**src/source/barrel_pkg.sv**
```systemverilog
/*
	Barrel PC package
	Thread count, widths, clear and interrupt vector layout, shared types
	and the per-stage reset IDs of the eight-stage thread ring.
*/

package barrel_pkg;

	localparam int THREADS = 8;  // thread slots = ring stages
	localparam int ID_W    = 3;  // thread id width
	localparam int PC_W    = 16;  // program counter width
	localparam int DATA_W  = 16;  // test operand width

	typedef logic [ID_W-1:0]   id_t;  // thread id
	typedef logic [PC_W-1:0]   pc_t;  // program counter
	typedef logic [DATA_W-1:0] data_t;  // test operand

	typedef id_t [THREADS-1:0] id_ring_t;  // one id per stage
	typedef pc_t [THREADS-1:0] pc_ring_t;  // one pc per stage

	// clear vector = CLT_BASE + (id << CLT_SPAN)
	localparam pc_t CLT_BASE = 16'h0000;
	localparam int  CLT_SPAN = 12;  // 4k words per thread

	// interrupt vector = IRQ_BASE + (id << IRQ_SPAN)
	localparam pc_t IRQ_BASE = 16'h8000;
	localparam int  IRQ_SPAN = 12;

	// stage k holds thread k out of reset
	localparam id_ring_t ID_RST = {
		id_t'(7), id_t'(6), id_t'(5), id_t'(4),
		id_t'(3), id_t'(2), id_t'(1), id_t'(0)
	};

	// branch conditions, tested on operand a (and b)
	typedef enum logic [2:0] {
		ALWAYS = 3'd0,  // unconditional
		ZERO   = 3'd1,  // a == 0
		NZERO  = 3'd2,  // a != 0
		NEG    = 3'd3,  // a sign bit
		LT     = 3'd4,  // a < b, signed
		EQ     = 3'd5  // a == b
	} cond_e;

	// flow command for the slot at stage 0
	typedef struct packed {
		logic clt;  // clear pc to clear vector
		logic jmp;  // pc = pc + 1 + b_im when true
		logic gto;  // pc = b_im when true
		pc_t  b_im;  // address or immediate
	} flow_ctl_t;

	// condition test for the slot at stage 0
	typedef struct packed {
		cond_e cond;
		data_t a;
		data_t b;
	} test_op_t;

endpackage

```
**src/source/thread_id_ring.sv**
```systemverilog
/*
	Thread ID ring
	Eight registers rotate the thread IDs so every stage of the
	barrel knows which thread it currently holds.
*/
`timescale 1ns/1ns

module thread_id_ring (
	input  logic                 clk_i,  // clock
	input  logic                 rst_i,  // async reset, active high
	output barrel_pkg::id_ring_t id_o  // id per stage
);

	import barrel_pkg::*;

	id_ring_t id_q;  // ring registers

	// stage k+1 takes stage k, stage 0 takes stage 7
	always_ff @(posedge clk_i or posedge rst_i) begin
		if (rst_i) begin
			id_q <= ID_RST;
		end else begin
			id_q <= {id_q[THREADS-2:0], id_q[THREADS-1]};
		end
	end

	assign id_o = id_q;

	// neighbouring stages differ by one thread, wrapping at 8
	a_id_step: assert property (
		@(posedge clk_i) disable iff (rst_i)
		id_q[1] == id_t'(id_q[0] + 1'b1)
	) else $error("thread id ring out of sequence");

endmodule

```
**src/source/cond_tester.sv**
```systemverilog
/*
	Condition tester
	Registers the stage-0 test, evaluates the condition in stage 1 and
	carries the result to stage 3 for the PC ring jump / goto mux.
*/
`timescale 1ns/1ns

module cond_tester (
	input  logic                 clk_i,  // clock
	input  logic                 rst_i,  // async reset, active high
	input  barrel_pkg::test_op_t test_i,  // condition & operands, stage 0
	output logic                 tst_res_3_o  // 1 : true for slot at stage 3
);

	import barrel_pkg::*;

	test_op_t op_1;  // test at stage 1
	logic     res_1;  // comb result, stage 1
	logic     res_2;
	logic     res_3;

	// 0:1 register
	always_ff @(posedge clk_i or posedge rst_i) begin
		if (rst_i) begin
			op_1 <= '0;
		end else begin
			op_1 <= test_i;
		end
	end

	// stage 1 compare
	always_comb begin
		unique case (op_1.cond)
			ALWAYS  : res_1 = 1'b1;  // jumps become unconditional
			ZERO    : res_1 = (op_1.a == '0);
			NZERO   : res_1 = (op_1.a != '0);
			NEG     : res_1 = op_1.a[DATA_W-1];  // sign bit
			LT      : res_1 = ($signed(op_1.a) < $signed(op_1.b));
			EQ      : res_1 = (op_1.a == op_1.b);
			default : res_1 = 1'b0;  // unused codes never true
		endcase
	end

	// 1:2 and 2:3 result pipe
	always_ff @(posedge clk_i or posedge rst_i) begin
		if (rst_i) begin
			res_2 <= 1'b0;
			res_3 <= 1'b0;
		end else begin
			res_2 <= res_1;
			res_3 <= res_2;
		end
	end

	assign tst_res_3_o = res_3;  // lines up with pc ring 3:4 mux

endmodule

```
**src/source/irq_latch.sv**
```systemverilog
/*
	Interrupt latch
	One pending bit per thread. Raises an interrupt for the slot at
	stage 0 when its thread is pending and not cleared, and drops the
	pending bit when the interrupt is served.
*/
`timescale 1ns/1ns

module irq_latch (
	input  logic                            clk_i,  // clock
	input  logic                            rst_i,  // async reset, active high
	input  logic [barrel_pkg::THREADS-1:0]  irq_req_i,  // request pulse per thread
	input  barrel_pkg::id_t                 id_0_i,  // thread at stage 0
	input  logic                            clt_i,  // 1 : stage 0 slot cleared
	output logic                            irq_o  // 1 : serve interrupt now
);

	import barrel_pkg::*;

	logic [THREADS-1:0] pend;  // pending per thread
	logic [THREADS-1:0] srv_mask;  // bit being served this cycle

	// clear wins over a pending interrupt, bit stays for a later trip
	assign irq_o = pend[id_0_i] & ~clt_i;

	always_comb begin
		srv_mask         = '0;
		srv_mask[id_0_i] = irq_o;
	end

	// new requests win over service in the same cycle
	always_ff @(posedge clk_i or posedge rst_i) begin
		if (rst_i) begin
			pend <= '0;
		end else begin
			pend <= (pend & ~srv_mask) | irq_req_i;
		end
	end

	a_no_irq_on_clt: assert property (
		@(posedge clk_i) disable iff (rst_i)
		!(irq_o && clt_i)
	) else $error("interrupt served on a cleared slot");

endmodule

```
**src/source/pc_ring.sv**
```systemverilog
/*
	PC ring
	Eight-stage PC generation and storage ring. Stage 0:1 does clear,
	interrupt hold or increment, 2:3 loads the interrupt vector, 3:4
	does jump / goto gated by the test result, 4 back to 0 just stores.
	Feedback from stage 0 into stage 1 keeps every thread's PC alive.
*/
`timescale 1ns/1ns

module pc_ring (
	input  logic                  clk_i,  // clock
	input  logic                  rst_i,  // async reset, active high
	input  barrel_pkg::id_ring_t  id_i,  // id per stage
	input  barrel_pkg::flow_ctl_t flow_i,  // flow command, stage 0
	input  logic                  irq_i,  // 1 : interrupt, stage 0
	input  logic                  tst_res_3_i,  // 1 : condition true, stage 3
	output barrel_pkg::pc_ring_t  pc_o  // pc per stage
);

	import barrel_pkg::*;

	// control riding along with the pc
	typedef struct packed {
		logic irq;
		logic jmp;
		logic gto;
		pc_t  b_im;
	} pipe_t;

	pc_t   pc_r [THREADS];  // ring registers
	pipe_t p_1;
	pipe_t p_2;
	pipe_t p_3;
	logic  kill_0;  // drop jump / goto for this slot

	function automatic pc_t clt_vec(input id_t id);
		return CLT_BASE + (pc_t'(id) << CLT_SPAN);
	endfunction

	function automatic pc_t irq_vec(input id_t id);
		return IRQ_BASE + (pc_t'(id) << IRQ_SPAN);
	endfunction

	assign kill_0 = flow_i.clt | irq_i;  // clear & interrupt override flow

	// 0:1 mux & register
	always_ff @(posedge clk_i or posedge rst_i) begin
		if (rst_i) begin
			p_1      <= '0;
			pc_r[1]  <= clt_vec(ID_RST[1]);
		end else begin
			p_1.irq  <= irq_i;
			p_1.gto  <= flow_i.gto & ~kill_0;
			p_1.jmp  <= flow_i.jmp & ~flow_i.gto & ~kill_0;  // goto has priority
			p_1.b_im <= flow_i.b_im;
			if (flow_i.clt) begin
				pc_r[1] <= clt_vec(id_i[0]);  // clear
			end else if (irq_i) begin
				pc_r[1] <= pc_r[0];  // hold, vector loaded at 3
			end else begin
				pc_r[1] <= pc_r[0] + 1'b1;  // inc for next
			end
		end
	end

	// 1:2 register
	always_ff @(posedge clk_i or posedge rst_i) begin
		if (rst_i) begin
			p_2     <= '0;
			pc_r[2] <= clt_vec(ID_RST[2]);
		end else begin
			p_2     <= p_1;
			pc_r[2] <= pc_r[1];
		end
	end

	// 2:3 mux & register
	always_ff @(posedge clk_i or posedge rst_i) begin
		if (rst_i) begin
			p_3     <= '0;
			pc_r[3] <= clt_vec(ID_RST[3]);
		end else begin
			p_3     <= p_2;
			if (p_2.irq) begin
				pc_r[3] <= irq_vec(id_i[2]);  // interrupt vector
			end else begin
				pc_r[3] <= pc_r[2];
			end
		end
	end

	// 3:4 mux & register
	always_ff @(posedge clk_i or posedge rst_i) begin
		if (rst_i) begin
			pc_r[4] <= clt_vec(ID_RST[4]);
		end else if (tst_res_3_i && p_3.gto) begin
			pc_r[4] <= p_3.b_im;  // goto
		end else if (tst_res_3_i && p_3.jmp) begin
			pc_r[4] <= pc_r[3] + p_3.b_im;  // jump, pc already +1
		end else begin
			pc_r[4] <= pc_r[3];
		end
	end

	// 4:0 storage
	always_ff @(posedge clk_i or posedge rst_i) begin
		if (rst_i) begin
			pc_r[5] <= clt_vec(ID_RST[5]);
			pc_r[6] <= clt_vec(ID_RST[6]);
			pc_r[7] <= clt_vec(ID_RST[7]);
			pc_r[0] <= clt_vec(ID_RST[0]);
		end else begin
			pc_r[5] <= pc_r[4];
			pc_r[6] <= pc_r[5];
			pc_r[7] <= pc_r[6];
			pc_r[0] <= pc_r[7];  // loops back into 0:1 mux
		end
	end

	always_comb begin
		for (int k = 0; k < THREADS; k++) begin
			pc_o[k] = pc_r[k];
		end
	end

	a_jg_excl: assert property (
		@(posedge clk_i) disable iff (rst_i)
		!(p_3.jmp && p_3.gto)
	) else $error("jump and goto both set at stage 3");

endmodule

```
**src/source/barrel_pc_top.sv**
```systemverilog
/*
	Barrel PC top
	Program-counter section of the eight-thread barrel processor.
	Ties the thread ID ring, condition tester, interrupt latch and PC ring.
*/
`timescale 1ns/1ns

module barrel_pc_top (
	input  logic                            clk_i,  // clock
	input  logic                            rst_i,  // async reset, active high
	input  barrel_pkg::flow_ctl_t           flow_i,  // flow command, stage 0
	input  barrel_pkg::test_op_t            test_i,  // condition test, stage 0
	input  logic [barrel_pkg::THREADS-1:0]  irq_req_i,  // request pulse per thread
	output barrel_pkg::id_ring_t            id_o,  // id per stage
	output barrel_pkg::pc_ring_t            pc_o  // pc per stage
);

	logic irq;  // serve interrupt, stage 0
	logic tst_res_3;  // condition result, stage 3

	thread_id_ring i_thread_id_ring (
		.clk_i (clk_i),
		.rst_i (rst_i),
		.id_o  (id_o)
	);

	cond_tester i_cond_tester (
		.clk_i       (clk_i),
		.rst_i       (rst_i),
		.test_i      (test_i),
		.tst_res_3_o (tst_res_3)
	);

	irq_latch i_irq_latch (
		.clk_i     (clk_i),
		.rst_i     (rst_i),
		.irq_req_i (irq_req_i),
		.id_0_i    (id_o[0]),
		.clt_i     (flow_i.clt),  // never serve a cleared slot
		.irq_o     (irq)
	);

	pc_ring i_pc_ring (
		.clk_i       (clk_i),
		.rst_i       (rst_i),
		.id_i        (id_o),
		.flow_i      (flow_i),
		.irq_i       (irq),
		.tst_res_3_i (tst_res_3),
		.pc_o        (pc_o)
	);

endmodule

```
**config.mk**
```make
export PLATFORM = sky130hd
export DESIGN_NAME = barrel_pc_top
export DESIGN_NICKNAME = d
export VERILOG_FILES = /design/src/source/barrel_pkg.sv /design/src/source/thread_id_ring.sv /design/src/source/cond_tester.sv /design/src/source/irq_latch.sv /design/src/source/pc_ring.sv /design/src/source/barrel_pc_top.sv
export SDC_FILE = /design/constraint.sdc
export NUM_CORES = 1
export LEC_CHECK = 0
export ABC_CLOCK_PERIOD_IN_PS = 5700
export BUFFER_PORTS_ARGS = -buffer_cell sky130_fd_sc_hd__buf_2
export CAP_MARGIN = 20
export CORE_ASPECT_RATIO = 0.9
export CORE_MARGIN = 2
export CORE_UTILIZATION = 47
export DETAILED_ROUTE_END_ITERATION = 8
export GPL_TIMING_DRIVEN = 0
export PLACE_DENSITY = 0.75
export SLEW_MARGIN = 20
export SYNTH_ARGS = -nofsm -noshare
export SYNTH_HDL_FRONTEND = slang
export SYNTH_HIERARCHICAL = 1
export SYNTH_SLANG_ARGS = --single-unit
```
**constraint.sdc**
```tcl
create_clock -name clk_i -period 5.7 [get_ports clk_i]
set_input_delay 0.855 -clock clk_i [delete_from_list [all_inputs] [get_ports clk_i]]
set_output_delay 0.855 -clock clk_i [all_outputs]
set_load 0.02 [all_outputs]
```
# Yosys cells after proc, flatten, opt, wreduce, memory -nomap -nowiden
# Index checks and enable logic that the tools add are counted.
# word_totals
register_bits	253
in_bits	64
elab_cells	73
# op_classes
addsub	3
order_cmp	3
eq_ne	6
muxes	10
bitwise	12
reduce_logical	6
# op_table
operator	count
$mux 16	5
$add 16x1->16 const B	1
$add 16x15->16 const A	1
$add 16x16->16	1
$and 8x8->8	2
$eq 16x16->1	1
$logic_not 16->1	1
$lt 16x16->1	1
$reduce_bool 16->1	1
$not 8->8	1
$or 8x8->8	1
$eq 3x2->1 const B	2
$eq 3x3->1 const B	2
$pmux 1 s6	1
$and 1x1->1	4
$lt 3x4->1 const B	1
$bmux 1 s3	1
$demux 1 s3	1
$eq 3x1->1 const B	1
$ge 3x1->1 const B	1
$logic_and 1x1->1	3
$logic_not 3->1	1
$not 1->1	3
$mux 1	2
$or 1x1->1	1

# Longest topological paths before layout
# depth
depth_word	8
ltp_mapped	10

# Cells and area by module
# Netlist, hierarchy kept.
# modules_own_cells
mod	n_inst	cells_per_inst	area_each_um2	seq_area_each_um2
pc_ring	1	415	6113.4	4619.4
cond_tester	1	109	1420.1	925.9
thread_id_ring	1	25	619.3	615.6
irq_latch	1	32	431.7	200.2

# Least setup slack after synthesis
# OpenSTA, ideal clock, no wires.
# synth_timing
kind	flip-flop to flip-flop
start	reg i_thread_id_ring.id_q, in the netlist i_thread_id_ring/id_o[2]
end	reg i_pc_ring.pc_r, in the netlist i_pc_ring/pc_o[31]
arrival_time_ns	2.514
required_ns	5.622
path_slack_ns	3.108
stages_incl_launch_ff	9
n_path_buf	1
cell_sequence	dfrtp_1 > buf_6 > mux4_2 > a22o_1 > nand4b_1 > nor2_1 > nand3_1 > or3_1 > a21oi_1
# synth_between
elab_chain_cells	5
# synth_rtl
item	line_no	text
start: declaration	thread_id_ring.sv:16	id_ring_t id_q;
start signal: assignment	thread_id_ring.sv:23	id_q <= {id_q[THREADS-2:0], id_q[THREADS-1]};
$bmux 1 s3	irq_latch.sv:24	assign irq_o = pend[id_0_i] & ~clt_i;
$mux 1 (not written as such)	irq_latch.sv:24	
$and 1x1->1	irq_latch.sv:24	
named net irq	barrel_pc_top.sv:18	logic irq;
$mux 16	pc_ring.sv:58	end else if (irq_i) begin
$mux 16	pc_ring.sv:56	if (flow_i.clt) begin
end: declaration	pc_ring.sv:30	pc_t pc_r [THREADS];
# The timed path passes the listed nets, and every way through them passes these cells. The select of a mux whose other input is x is not followed.

# Final worst setup path
# Same ends and word-level chain as after synthesis.

==> impl_metrics.py <==
metrics = {
    "run_status": {
        "status": "complete, no violations",
    },
    "clock_tree": {
        "clock_latency_ps": 510,
        "clk_path_buf_depth": 3,
        "tritoncts": "built",
        "hold_buffers": 0,
        "clk_pin_slew_ps": 60,
        "cts_buffers": 25,
        "cts-htree-levels": 1,
        "cts_root_buf": "clkbuf_16",
        "clkSinkCount": 253,
        "post-cts-setup-buffer-count": 0,
        "cts-resized-gates": 0,
    },
    "power_and_ir_drop": {
        "p_int_mw": 3.03,
        "power_density_nw_per_um2": 364,
        "p_sw_share_pct": 23.7,
        "comb_power_share_pct": 8.9,
        "power_frac_clock_pct": 41.5,
        "seqPwrFrac_pct": 49.6,
        "p_leak_nw": 5.66,
        "p_switching_uw": 943,
        "peakVddDrop_v": 0.000260,
    },
    "global_routing": {
        "overflow": 0,
        "antenna_found_initial": 1,
        "grt_pass1_wl_um": 30100,
        "grt_max_degree": 38,
        "grt_pass1_vias": 5397,
        "grt_usage_pct": 20.0,
    },
    "timing": {
        "final_max_slew_viol_count": 0,
        "setup_violations": 0,
        "rsz0062_at_grt": "no",
        "fin_crit_ps": 2930,
        "fin_crit_sh_pct": 51.4,
        "worst_pin_slew_ps": 836,
        "setup_tns_ps": 0,
        "clock_skew_ps": 8.03,
        "fmax_ghz": 0.341,
        "max_slew_margin_pct": 44.2,
        "finalHoldViolCount": 0,
    },
    "synthesis": {
        "synth_fa_ha_area_share_pct": 4.90,
        "synth-edff-count": 0,
        "ys.flop_type": "dfrtp_1",
        "synth_xor_area_share_pct": 2.45,
        "netlist_top_cells_area": "dfrtp_1, dfstp_2, ha_1",
        "synth_top_family_by_area": "simple AND/OR/NAND/NOR gates",
        "synth-async-reset-ratio_pct": 100,
        "synth_area_leader_cell": "dfrtp_1",
        "syn_area_per_cell_um2": 14.8,
        "synthTopCellsByCount": "dfrtp_1, nand2_1, nor2_1",
        "yosysWarnings": 6,
        "synthCells": 581,
        "syn_nets": 678,
        "synth-simple-area-share_pct": 8.00,
        "synth_top_area_share_pct": 66.8,
        "synth-seq-cells": 253,
        "syn_area_um2": 8580,
        "synth_compound_area_share_pct": 7.30,
        "post-synth-top-count-cell": "dfrtp_1",
        "synth_mux_area_share_pct": 1.54,
        "seq_area_frac_synth_pct": 74.1,
        "synth.distinct_cells": 55,
    },
    "min_path": {
        "min_path_cells": 0,
        "hold_end": "i_pc_ring/p_2[10]$_DFF_PP0_",
        "hp-start": "i_pc_ring/p_1[10]$_DFF_PP0_",
        "hold_path_class": "register to register",
    },
    "final_layout": {
        "nNetsFinal": 925,
        "drive_gt1_share_pct": 36.1,
        "final_util_pct": 61.4,
        "synthToLayoutAreaGrowth_pct": 27.1,
        "num_antenna_cells": 0,
        "regArea_um2": 6360,
        "multi_input_area_um2": 2080,
        "nFillCells": 1342,
    },
    "route": {
        "routedWlPerCell_um": 17.5,
        "vias_per_cell": 4.98,
        "wirelength_um": 19100,
        "vias": 5412,
        "drtIter0Drc": 276,
        "ant_nets": 0,
        "firstDrtPassIters": 4,
        "drc": 0,
    },
    "setup_path": {
        "path_class": "register to register",
        "end_kind": "register",
        "crit_path_start_kind": "register",
        "cp.required_ps": 6120,
        "critPathArrivalTime_ps": 3360,
        "r2r_start": "i_thread_id_ring/id_o[2]$_DFF_PP0_",
        "r2r_end": "i_pc_ring/pc_o[31]$_DFF_PP0_",
        "rr_worst_depth": 8,
        "r2r_setup_slack_ps": 2770,
        "cp_max_fo": 10,
    },
    "die": {
        "die_w_um": 146,
        "ioPinCount": 216,
        "start_util_pct": 48.3,
        "core-area_um2": 17800,
        "rows": 46,
        "dieArea_um2": 19400,
        "fp.dieH_um": 132,
    },
    "flow_run": {
        "drv_cap": 0,
    },
    "place": {
        "hpwl_um": 14300,
        "port-buffer-count": 215,
        "place_congestion": 0.856,
    },
}
==> layer usage <==
layer | GRT usage (%) | vias to the layer above | wire length, µm
met4 | 4.91 | 0 | 413
met5 | 0 | - | 0
met1 | 28.7 | 2701 | 8650
met3 | 3.39 | 33 | 988
li1 | - | 2494 | -
met2 | 32.4 | 184 | 9000
==> how the worst max path moves through the flow <==
stage,start,endpoint,slack [ps],cells past startpoint
after global routing,i_thread_id_ring/id_o[2]$_DFF_PP0_,i_pc_ring/pc_o[31]$_DFF_PP0_,2600,8
final,i_thread_id_ring/id_o[2]$_DFF_PP0_,i_pc_ring/pc_o[31]$_DFF_PP0_,2770,8
after global placement,rst_i,i_pc_ring/pc_o[36]$_DFF_PP0_,1500,2
after floorplan,rst_i,i_pc_ring/p_1[0]$_DFF_PP0_,2490,1
after detailed placement,flow_i[18],i_pc_ring/pc_o[31]$_DFF_PP0_,2690,8
after CTS,i_thread_id_ring/id_o[2]$_DFF_PP0_,i_pc_ring/pc_o[31]$_DFF_PP0_,2740,8
==> layout make-up <==
class / count / share of cell area, %
clock inverter: 11 / 1.27
sequential: 253 / 58.3
tap: 240 / 2.75
inverter: 24 / 0.860
multi-input combinational: 293 / 19.0
clock buffer: 34 / 6.50
buffer: 11 / 0.516
timing repair buffer: 220 / 10.8
==> layout by cell type (no fill, tap or decap), types with 3 or more instances in the layout <==
master      instances
clkbuf_1           13
dfrtp_1           229
nand3_1             8
a21o_1             18
bufinv_16           3
xor2_1             12
xnor2_1            12
buf_12              5
buf_2             215
and2_1              3
mux2_2              5
dfstp_2            24
nor4_1              6
o21ai_0             7
nand2_1            37
and3_1              5
a21oi_1            33
nor2_1             35
a31oi_1             8
nand4b_1            3
o21ai_1             6
clkinvlp_4          5
nor2b_1            13
nand4_1             5
clkinv_2            3
clkbuf_16          25
clkbuf_8            5
nand4bb_1           3
or4b_1              3
ha_1               32
inv_1              22
==> state kept, by name, summed over array words and instances, names as in the netlist <==
register                   flops
i_thread_id_ring/id_o         24
i_cond_tester/tst_res_3_o      1
i_cond_tester/res_2            1
i_irq_latch/pend               8
i_pc_ring/p_2                 19
i_pc_ring/pc_o               128
i_pc_ring/p_1                 19
i_cond_tester/op_1            35
i_pc_ring/p_3                 18
==> cell families after synthesis <==
family | Yosys count
AO/OA/AOI/OAI | 94
XOR/XNOR | 24
adder cells (fa/ha/maj) | 33
buffers and inverters | 35
flip-flops | 253
multiplexers | 10
AND/OR/NAND/NOR | 132
==> metrics by stage <==
step                      area (µm²)  hold WS, ps  std cells  worst slack (ps)  total power, mW
after floorplan                 8590          331        581              2490             2.20
after global placement          9960          332       1036              1500             2.34
after detailed placement       10100          335       1041              2690             2.36
after CTS                      10900          344       1086              2740             4.03
after global routing           10900          351       1086              2600             4.15
final                          10900          345       1086              2770             3.98
==> critical path: stages, from the launching register on <==
cell and delay [ps]:
dfrtp_1 490, buf_6 190, mux4_2 510, a22o_1 320, nand4b_1 360, nor2_1 280, nand3_1 190, or3_1 380
a21oi_1 140
==> power by group through the flow <==
stage / Clock, mW / Sequential [mW] / Combinational [mW]
2_1_floorplan: 0 / 2.07 / 0.125
3_3_place_gp: 0 / 2.00 / 0.343
3_5_place_dp: 0 / 2.00 / 0.356
4_1_cts: 1.70 / 1.97 / 0.358
5_1_grt: 1.78 / 1.98 / 0.387
6_report: 1.65 / 1.97 / 0.354
No activity file was read; power rests on OpenSTA's default activity.
